<file path="config.mk">
export PLATFORM = sky130hd
export DESIGN_NAME = EventLogTop
export DESIGN_NICKNAME = d
export VERILOG_FILES = /design/src/hdl/EventLogPkg.sv /design/src/hdl/LogRam.sv /design/src/hdl/LogWordReader.sv /design/src/hdl/LogCtrl.sv /design/src/hdl/LogRegs.sv /design/src/hdl/EventLogTop.sv
export SDC_FILE = /design/constraint.sdc
export NUM_CORES = 2
export LEC_CHECK = 0
export BUFFER_PORTS_ARGS = -buffer_cell sky130_fd_sc_hd__buf_2
export CAP_MARGIN = 25
export CORE_MARGIN = 1
export CORE_UTILIZATION = 65
export CTS_BUF_LIST = sky130_fd_sc_hd__clkbuf_4 sky130_fd_sc_hd__clkbuf_8
export DETAILED_ROUTE_END_ITERATION = 6
export PLACE_DENSITY = 0.93
export SETUP_SLACK_MARGIN = 0.05
export SLEW_MARGIN = 40
export SYNTH_ARGS = -nofsm -noshare
export SYNTH_HDL_FRONTEND = slang
export SYNTH_HIERARCHICAL = 1
export SYNTH_SLANG_ARGS = --single-unit
</file>
<file path="constraint.sdc">
create_clock -name Clk_CI -period 17.01 [get_ports Clk_CI]
set_clock_uncertainty 0.15 [all_clocks]
set_input_delay 2.5515 -clock Clk_CI [delete_from_list [all_inputs] [get_ports Clk_CI]]
set_output_delay 2.5515 -clock Clk_CI [all_outputs]
set_load 0.01 [all_outputs]
</file>
<file path="src/hdl/EventLogPkg.sv">
package EventLogPkg;

  // Timestamp occupies word 0 of every entry
  localparam int TIMESTAMP_BITS = 32;

  // Register bus widths
  localparam int BUS_BITS      = 32;
  localparam int REG_ADDR_BITS = 16;

  // Address bit that switches to the log window
  localparam int LOG_WINDOW_BIT = 15;

  // Register word addresses
  // CTRL: bit 0 enable (rw), bit 1 clear (wo, reads 0)
  localparam logic [REG_ADDR_BITS-1:0] REG_CTRL   = 16'd0;
  // STATUS is read-only
  localparam logic [REG_ADDR_BITS-1:0] REG_STATUS = 16'd1;
  // Number of stored entries, read-only
  localparam logic [REG_ADDR_BITS-1:0] REG_COUNT  = 16'd2;
  // Almost-full margin in entries
  localparam logic [REG_ADDR_BITS-1:0] REG_MARGIN = 16'd3;

  // Status bit positions
  localparam int STAT_READY       = 0;
  localparam int STAT_FULL        = 1;
  localparam int STAT_ALMOST_FULL = 2;

  // Margin after reset
  localparam logic [BUS_BITS-1:0] MARGIN_RESET = 32'd4;

endpackage

</file>
<file path="src/hdl/LogRam.sv">
`timescale 1ns/1ps

module LogRam #(
  parameter  int LOG_DATA_BITS = 96,
  parameter  int NUM_ENTRIES   = 16,
  localparam int ENTRY_BITS    = LOG_DATA_BITS + EventLogPkg::TIMESTAMP_BITS,
  localparam int IDX_BITS      = $clog2(NUM_ENTRIES)
) (
  input  logic                  Clk_CI,
  // Write port from the controller
  input  logic                  ramWrEn,
  input  logic [IDX_BITS-1:0]   ramWrIdx,
  input  logic [ENTRY_BITS-1:0] ramWrData,
  // Read port toward the word reader
  input  logic                  ramRdEn,
  input  logic [IDX_BITS-1:0]   ramRdIdx,
  output logic [ENTRY_BITS-1:0] ramRdData
);

  // One full entry per location
  logic [ENTRY_BITS-1:0] mem [NUM_ENTRIES];

  always_ff @(posedge Clk_CI) begin
    if (ramWrEn) begin
      mem[ramWrIdx] <= ramWrData;
    end
  end

  // Registered read, old data on same-address collision
  always_ff @(posedge Clk_CI) begin
    if (ramRdEn) begin
      ramRdData <= mem[ramRdIdx];
    end
  end

endmodule

</file>
<file path="src/hdl/LogWordReader.sv">
`timescale 1ns/1ps

module LogWordReader #(
  parameter  int LOG_DATA_BITS  = 96,
  parameter  int NUM_ENTRIES    = 16,
  localparam int ENTRY_BITS     = LOG_DATA_BITS + EventLogPkg::TIMESTAMP_BITS,
  localparam int WORDS          = ENTRY_BITS / EventLogPkg::BUS_BITS,
  localparam int IDX_BITS       = $clog2(NUM_ENTRIES),
  localparam int SEL_BITS       = $clog2(WORDS),
  localparam int WORD_ADDR_BITS = IDX_BITS + SEL_BITS
) (
  input  logic                             Clk_CI,
  input  logic                             rstN,
  input  logic                             wordRdEn,
  input  logic [WORD_ADDR_BITS-1:0]        wordAddr,
  output logic                             ramRdEn,
  output logic [IDX_BITS-1:0]              ramRdIdx,
  input  logic [ENTRY_BITS-1:0]            ramRdData,
  output logic [EventLogPkg::BUS_BITS-1:0] wordData,
  output logic                             wordValid
);

  logic                                        validQ;
  logic [SEL_BITS-1:0]                         selQ;
  logic [WORDS-1:0][EventLogPkg::BUS_BITS-1:0] entryWords;

  // Entry index from upper bits
  assign ramRdEn  = wordRdEn;
  assign ramRdIdx = wordAddr[WORD_ADDR_BITS-1:SEL_BITS];

  // Entry viewed as an array of bus words
  assign entryWords = ramRdData;

  // Valid follows the RAM latency
  always_ff @(posedge Clk_CI) begin
    if (!rstN) begin
      validQ    <= 1'b0;
      wordValid <= 1'b0;
    end else begin
      validQ    <= wordRdEn;
      wordValid <= validQ;
    end
  end

  // Word select aligned with RAM output
  always_ff @(posedge Clk_CI) begin
    selQ <= wordAddr[SEL_BITS-1:0];
    if (validQ) begin
      wordData <= entryWords[selQ];
    end
  end

endmodule

</file>
<file path="src/hdl/LogCtrl.sv">
`timescale 1ns/1ps

module LogCtrl #(
  parameter  int LOG_DATA_BITS = 96,
  parameter  int NUM_ENTRIES   = 16,
  localparam int ENTRY_BITS    = LOG_DATA_BITS + EventLogPkg::TIMESTAMP_BITS,
  localparam int IDX_BITS      = $clog2(NUM_ENTRIES)
) (
  input  logic                             Clk_CI,
  input  logic                             rstN,
  input  logic [LOG_DATA_BITS-1:0]         logData,
  input  logic                             logTrigger,
  input  logic                             logEnable,
  input  logic                             clearCmd,
  input  logic [EventLogPkg::BUS_BITS-1:0] margin,
  output logic                             ramWrEn,
  output logic [IDX_BITS-1:0]              ramWrIdx,
  output logic [ENTRY_BITS-1:0]            ramWrData,
  output logic [IDX_BITS:0]                entryCount,
  output logic                             full,
  output logic                             ready,
  output logic                             almostFull
);

  localparam logic [IDX_BITS-1:0] LAST_IDX   = IDX_BITS'(NUM_ENTRIES - 1);
  localparam logic [IDX_BITS:0]   LAST_COUNT = (IDX_BITS + 1)'(NUM_ENTRIES - 1);
  localparam logic [IDX_BITS:0]   FULL_COUNT = (IDX_BITS + 1)'(NUM_ENTRIES);

  typedef enum logic [1:0] {
    StReady,
    StClearing,
    StFull
  } stateT;

  stateT                                 stateQ, stateD;
  logic [IDX_BITS-1:0]                   wrPtrQ, wrPtrD;
  logic [IDX_BITS:0]                     countD;
  logic [EventLogPkg::TIMESTAMP_BITS-1:0] timestamp;
  logic [EventLogPkg::BUS_BITS:0]        fillSum;

  // Free-running timestamp, wraps on overflow
  always_ff @(posedge Clk_CI) begin
    if (!rstN) begin
      timestamp <= '0;
    end else begin
      timestamp <= timestamp + 1'b1;
    end
  end

  // Next state, pointer and count
  always_comb begin
    stateD  = stateQ;
    wrPtrD  = wrPtrQ;
    countD  = entryCount;
    ramWrEn = 1'b0;
    case (stateQ)
      StReady: begin
        if (clearCmd) begin
          stateD = StClearing;
          wrPtrD = '0;
          countD = '0;
        end else if (logTrigger && logEnable) begin
          ramWrEn = 1'b1;
          wrPtrD  = wrPtrQ + 1'b1;
          countD  = entryCount + 1'b1;
          // Last free slot taken
          if (entryCount == LAST_COUNT) begin
            stateD = StFull;
          end
        end
      end
      StClearing: begin
        // Sweep writes zeros to every entry
        ramWrEn = 1'b1;
        wrPtrD  = wrPtrQ + 1'b1;
        if (wrPtrQ == LAST_IDX) begin
          stateD = StReady;
        end
      end
      StFull: begin
        if (clearCmd) begin
          stateD = StClearing;
          wrPtrD = '0;
          countD = '0;
        end
      end
      default: stateD = StReady;
    endcase
  end

  always_ff @(posedge Clk_CI) begin
    if (!rstN) begin
      stateQ     <= StReady;
      wrPtrQ     <= '0;
      entryCount <= '0;
    end else begin
      stateQ     <= stateD;
      wrPtrQ     <= wrPtrD;
      entryCount <= countD;
    end
  end

  // Entry layout: timestamp in word 0, payload above
  assign ramWrIdx  = wrPtrQ;
  assign ramWrData = (stateQ == StClearing) ? '0 : {logData, timestamp};

  // Status, margin compare without underflow
  assign ready      = (stateQ == StReady);
  assign full       = (entryCount == FULL_COUNT);
  assign fillSum    = (EventLogPkg::BUS_BITS + 1)'(entryCount) + {1'b0, margin};
  assign almostFull = (fillSum >= (EventLogPkg::BUS_BITS + 1)'(NUM_ENTRIES));

endmodule

</file>
<file path="src/hdl/LogRegs.sv">
`timescale 1ns/1ps

module LogRegs #(
  parameter  int LOG_DATA_BITS  = 96,
  parameter  int NUM_ENTRIES    = 16,
  localparam int ENTRY_BITS     = LOG_DATA_BITS + EventLogPkg::TIMESTAMP_BITS,
  localparam int WORDS          = ENTRY_BITS / EventLogPkg::BUS_BITS,
  localparam int IDX_BITS       = $clog2(NUM_ENTRIES),
  localparam int SEL_BITS       = $clog2(WORDS),
  localparam int WORD_ADDR_BITS = IDX_BITS + SEL_BITS
) (
  input  logic                                  Clk_CI,
  input  logic                                  rstN,
  input  logic [EventLogPkg::REG_ADDR_BITS-1:0] regAddr,
  input  logic                                  regWrEn,
  input  logic [EventLogPkg::BUS_BITS-1:0]      regWrData,
  input  logic                                  regRdEn,
  input  logic [IDX_BITS:0]                     entryCount,
  input  logic                                  full,
  input  logic                                  ready,
  input  logic                                  almostFull,
  input  logic [EventLogPkg::BUS_BITS-1:0]      wordData,
  input  logic                                  wordValid,
  output logic [EventLogPkg::BUS_BITS-1:0]      regRdData,
  output logic                                  regRdValid,
  output logic                                  logEnable,
  output logic                                  clearCmd,
  output logic [EventLogPkg::BUS_BITS-1:0]      margin,
  output logic                                  wordRdEn,
  output logic [WORD_ADDR_BITS-1:0]             wordAddr
);

  // CTRL bit positions
  localparam int CTRL_ENABLE_BIT = 0;
  localparam int CTRL_CLEAR_BIT  = 1;

  logic                             ctrlWrite;
  logic                             marginWrite;
  logic                             regRead;
  logic [EventLogPkg::BUS_BITS-1:0] regMux;

  // Address decode, window addresses never match a register
  assign ctrlWrite   = regWrEn && (regAddr == EventLogPkg::REG_CTRL);
  assign marginWrite = regWrEn && (regAddr == EventLogPkg::REG_MARGIN);
  assign regRead     = regRdEn && !regAddr[EventLogPkg::LOG_WINDOW_BIT];

  // Log-window read goes straight to the word reader
  assign wordRdEn = regRdEn && regAddr[EventLogPkg::LOG_WINDOW_BIT];
  assign wordAddr = regAddr[WORD_ADDR_BITS-1:0];

  // Register read mux
  always_comb begin
    regMux = '0;
    case (regAddr)
      EventLogPkg::REG_CTRL: regMux[CTRL_ENABLE_BIT] = logEnable;
      EventLogPkg::REG_STATUS: begin
        regMux[EventLogPkg::STAT_READY]       = ready;
        regMux[EventLogPkg::STAT_FULL]        = full;
        regMux[EventLogPkg::STAT_ALMOST_FULL] = almostFull;
      end
      EventLogPkg::REG_COUNT:  regMux = EventLogPkg::BUS_BITS'(entryCount);
      EventLogPkg::REG_MARGIN: regMux = margin;
      default: regMux = '0;
    endcase
  end

  // Control registers and read valid
  always_ff @(posedge Clk_CI) begin
    if (!rstN) begin
      logEnable  <= 1'b0;
      clearCmd   <= 1'b0;
      margin     <= EventLogPkg::MARGIN_RESET;
      regRdValid <= 1'b0;
    end else begin
      // Clear bit becomes a single-cycle pulse
      clearCmd   <= ctrlWrite && regWrData[CTRL_CLEAR_BIT];
      regRdValid <= regRead || wordValid;
      if (ctrlWrite) begin
        logEnable <= regWrData[CTRL_ENABLE_BIT];
      end
      if (marginWrite) begin
        margin <= regWrData;
      end
    end
  end

  // Read data, log word has priority on collision
  always_ff @(posedge Clk_CI) begin
    if (wordValid) begin
      regRdData <= wordData;
    end else if (regRead) begin
      regRdData <= regMux;
    end
  end

endmodule

</file>
<file path="src/hdl/EventLogTop.sv">
`timescale 1ns/1ps

module EventLogTop #(
  parameter  int LOG_DATA_BITS  = 96,
  parameter  int NUM_ENTRIES    = 16,
  localparam int ENTRY_BITS     = LOG_DATA_BITS + EventLogPkg::TIMESTAMP_BITS,
  localparam int WORDS          = ENTRY_BITS / EventLogPkg::BUS_BITS,
  localparam int IDX_BITS       = $clog2(NUM_ENTRIES),
  localparam int WORD_ADDR_BITS = IDX_BITS + $clog2(WORDS)
) (
  input  logic                                  Clk_CI,
  input  logic                                  rstN,
  input  logic [LOG_DATA_BITS-1:0]              logData,
  input  logic                                  logTrigger,
  input  logic [EventLogPkg::REG_ADDR_BITS-1:0] regAddr,
  input  logic                                  regWrEn,
  input  logic [EventLogPkg::BUS_BITS-1:0]      regWrData,
  input  logic                                  regRdEn,
  output logic [EventLogPkg::BUS_BITS-1:0]      regRdData,
  output logic                                  regRdValid,
  output logic                                  ready,
  output logic                                  almostFull
);

  // Registers to controller
  logic                             logEnable;
  logic                             clearCmd;
  logic [EventLogPkg::BUS_BITS-1:0] margin;
  // Controller status back
  logic [IDX_BITS:0]                entryCount;
  logic                             full;
  // RAM write and read ports
  logic                             ramWrEn;
  logic [IDX_BITS-1:0]              ramWrIdx;
  logic [ENTRY_BITS-1:0]            ramWrData;
  logic                             ramRdEn;
  logic [IDX_BITS-1:0]              ramRdIdx;
  logic [ENTRY_BITS-1:0]            ramRdData;
  // Log window path
  logic                             wordRdEn;
  logic [WORD_ADDR_BITS-1:0]        wordAddr;
  logic [EventLogPkg::BUS_BITS-1:0] wordData;
  logic                             wordValid;

  LogRegs #(.LOG_DATA_BITS(LOG_DATA_BITS), .NUM_ENTRIES(NUM_ENTRIES)) LogRegs_inst (.*);

  LogCtrl #(.LOG_DATA_BITS(LOG_DATA_BITS), .NUM_ENTRIES(NUM_ENTRIES)) LogCtrl_inst (.*);

  LogRam #(.LOG_DATA_BITS(LOG_DATA_BITS), .NUM_ENTRIES(NUM_ENTRIES)) LogRam_inst (.*);

  LogWordReader #(
    .LOG_DATA_BITS(LOG_DATA_BITS),
    .NUM_ENTRIES  (NUM_ENTRIES)
  ) LogWordReader_inst (.*);

endmodule

</file>
==> out/summary.txt <==
Worst setup margin: 10.24 ns
Final setup viols: 0
Via/cell ratio: 7.51
Post-Syn Area: 89,300 um2
Tmin final: 6.77 ns
Main combinational cell family by area after synthesis: multiplexers
Element type at the critical path end: output port
Post-synthesis cell count: 4,200
Routed vias: 49.9k
Die Span Y: 373 um
Post-synthesis mux area share: 0.143
Unrepaired setup endpoints after global routing: no
Overall power: 11,400 uW
Cell Pwr Density: 114 nW/um2
Avg Cell Area, Syn: 21.3 um2
CTS buffer count: 354
Post-DP HPWL: 139 mm
Final Hold Slack: 0.363 ns
Post-CTS Hold Fix Bufs: 0
Post-layout nets: 4,774
I/O Pins: 184
YS warnings: 6
Reg clk slew, reported paths: 0.06 ns
Cell variety after synth: 73
Gr usage total: 0.378
Syn_nets: 4,363
DRC: 1
Average wire per standard cell: 39.5 um
Initial Util: 0.657
Maximum vdd drop: 0.0000633 V
Postcts setup bufs: 0
Post-synth EDFFs: 2,240
Total grt overflow: 0
Die area: 139,000 um2
Layout cells sized above 1: 0.305
Drt first pass iters: 7
Clock sinks: 2,322
DRT antenna net count: 0
Clock Path Buffers: 4
Final RePlAce weighted congestion: 0.846
Fin Setup TNS: 0 ns
Slew Limit Fails: 0
Pre-CTS setup slack: 10.39 ns
Drt total wl: 263 mm
Top_reg_cell synth: edfxtp_1
Worst-Margin Slew: 0.932 ns
Synthesized flop and latch total: 2,322
Failing checks: DRC
Area grow syn2layout: 11.6%
CP Class: reg -> out
Synth Area in Compound Gates: 0.0321
Synth Area in Adders: 0.00205
H-tree Lvls: 5
Worst Path Required: 14.31 ns
Sequential share of the synthesized area: 0.772
Die width: 373 um
Endpoint arrival time on the critical path: 4.07 ns
Post-layout utilization of the core: 0.734
CP max FO: 12
Xor/xnor share of the synthesized area: 0.00383
DR iter-0 viols: 10.0k
Root Buffer: clkbuf_8
Type of origin of the critical path: flop
Final worst path period share: 0.398
Worst-Skew Late Latency: 1.08 ns
Core area: 136,000 um2
CTS tree: done
Final hold violations: 0
Leak: 0.0322 uW
Synth async-reset ratio: 0
Largest net degree at the start of global routing: 106
Max_cap viols: 0
Headroom to the max-slew limit: 0.379
Max Freq: 148 MHz
Synth Area in Simple Gates: 0.0321
Std cell rows: 135
Outcome: finished with violations
Number of global-route vias before repair: 50.3k
IO buf count: 183
Antenna violations before repair: 37
PostCTS Resize Cnt: 0
Global-route wire length before repair: 361 mm
Hold WC Path Type: reg -> reg
[final cells by class]
class | count | area, um2
clock buffer | 467 | 5810
multi-input combinational | 1631 | 19500
timing repair buffer | 289 | 2380
tap | 1781 | 2230
clock inverter | 139 | 791
fill | 6455 | 36200
inverter | 13 | 48.8
antenna | 9 | 22.5
sequential | 2322 | 68900
[placed cells by master (no fill, tap or decap), types with 6 or more instances in the layout]
cell,instances
a211oi_1,21
a21oi_1,32
a22o_1,27
a22oi_1,224
and2_1,35
and3_1,11
buf_12,13
buf_16,17
buf_2,180
buf_4,46
buf_6,25
buf_8,6
bufinv_16,8
clkbuf_4,99
clkbuf_8,369
clkinv_1,97
clkinv_2,28
dfxtp_1,80
diode_2,9
edfxtp_1,2240
ha_1,12
inv_1,12
mux2i_1,123
mux4_2,507
nand2_1,211
nand2b_1,9
nand3_1,33
nand4_1,16
nor2_1,32
nor2_4,14
nor2b_1,15
nor2b_2,129
nor3_1,6
nor4_1,7
o211ai_1,18
o21ai_0,14
o22ai_1,19
xnor2_1,27
xor2_1,12
[flip-flops by register name, indices dropped and copies added, names as in the netlist]
| register | flops |
|---|---|
| LogRegs_inst/regRdValid | 1 |
| LogCtrl_inst/ramWrIdx | 4 |
| LogRegs_inst/clearCmd | 1 |
| LogCtrl_inst/stateQ | 2 |
| LogWordReader_inst/wordData | 32 |
| LogRegs_inst/margin | 32 |
| LogWordReader_inst/selQ | 2 |
| LogRegs_inst/regRdData | 32 |
| LogRegs_inst/logEnable | 1 |
| LogWordReader_inst/validQ | 1 |
| LogRam_inst/mem | 2048 |
| LogRam_inst/ramRdData | 128 |
| LogCtrl_inst/timestamp | 32 |
| LogCtrl_inst/entryCount | 5 |
| LogWordReader_inst/wordValid | 1 |
[critical path, cell delays in order, from the launching register on]
cell	delay (ns)
dfxtp_1	0.52
nand3_1	0.17
nor3_2	0.69
o211a_2	0.40
mux2i_1	0.21
nand4_1	0.10
nor4_1	0.31
nand4_1	0.33
buf_2	0.26
[metrics by stage]
step	instance area, um2	std cells
after floorplan	89300	4200
after global placement	92000	6011
after detailed placement	92600	6031
after CTS	99200	6637
after global routing	99600	6644
final	99600	6651
[Yosys cell counts, drive strengths merged (9+ instances only)]
library cell | instances | area, um2
o211ai | 18 | 135
mux4 | 509 | 11500
dfxtp | 82 | 1640
a22oi | 224 | 1680
xnor2 | 27 | 236
nand2b | 9 | 56.3
nand2 | 211 | 792
mux2i | 123 | 1230
edfxtp | 2240 | 67300
clkbuf | 125 | 469
buf | 109 | 866
o22ai | 20 | 139
nor2b | 145 | 907
nand3 | 34 | 183
nor2 | 48 | 185
nor3 | 12 | 76.3
nand4 | 17 | 121
xor2 | 12 | 105
inv | 13 | 48.8
and2 | 38 | 239
o21ai | 15 | 75.1
and3 | 11 | 68.8
a211oi | 21 | 158
a22o | 27 | 236
a21oi | 34 | 178
ha | 13 | 163
[worst paths after layout]
kind,start,to,slack [ns],cells past startpoint
worst min-delay path,LogRegs_inst/margin[0]$_SDFFE_PN0P_,LogRegs_inst/margin[0]$_SDFFE_PN0P_,0.36,2
worst max-delay path,LogRegs_inst/margin[7]$_SDFFE_PN0P_,almostFull,10.24,8
worst max register to register,LogCtrl_inst/stateQ[1]$_SDFFE_PN0P_,LogRam_inst/mem[14][92]$_DFFE_PP_,12.06,8
worst min register to register,LogRegs_inst/margin[0]$_SDFFE_PN0P_,LogRegs_inst/margin[0]$_SDFFE_PN0P_,0.36,2
[logic make-up (layout without fill, tap and decap cells)]
family                   after synthesis  count (layout)
buffers and inverters                247             908
other                                  0               9
flip-flops                          2322            2322
XOR/XNOR                              39              39
multiplexers                         634             634
AND/OR/NAND/NOR                      555             555
AO/OA/AOI/OAI                        389             389
adder cells (fa/ha/maj)               14              14
[metal layers]
| layer | up-vias | track usage | wire length (um) |
|---|---|---|---|
| li1 | 18281 | - | - |
| met3 | 1388 | 0.135 | 41600 |
| met2 | 5836 | 0.578 | 124000 |
| met1 | 24394 | 0.448 | 76200 |
| met5 | - | 0.00210 | 433 |
| met4 | 44 | 0.272 | 20900 |
[power by group]
part / internal [uW] / leakage (uW) / switching (uW) / total, uW
clock: 2330 / 0.00348 / 2250 / 4590
combinational: 183 / 0.00780 / 304 / 487
sequential: 6280 / 0.0209 / 32.2 / 6310
total: 8800 / 0.0322 / 2590 / 11400
Note: power is estimated with default switching activity, not from simulation.
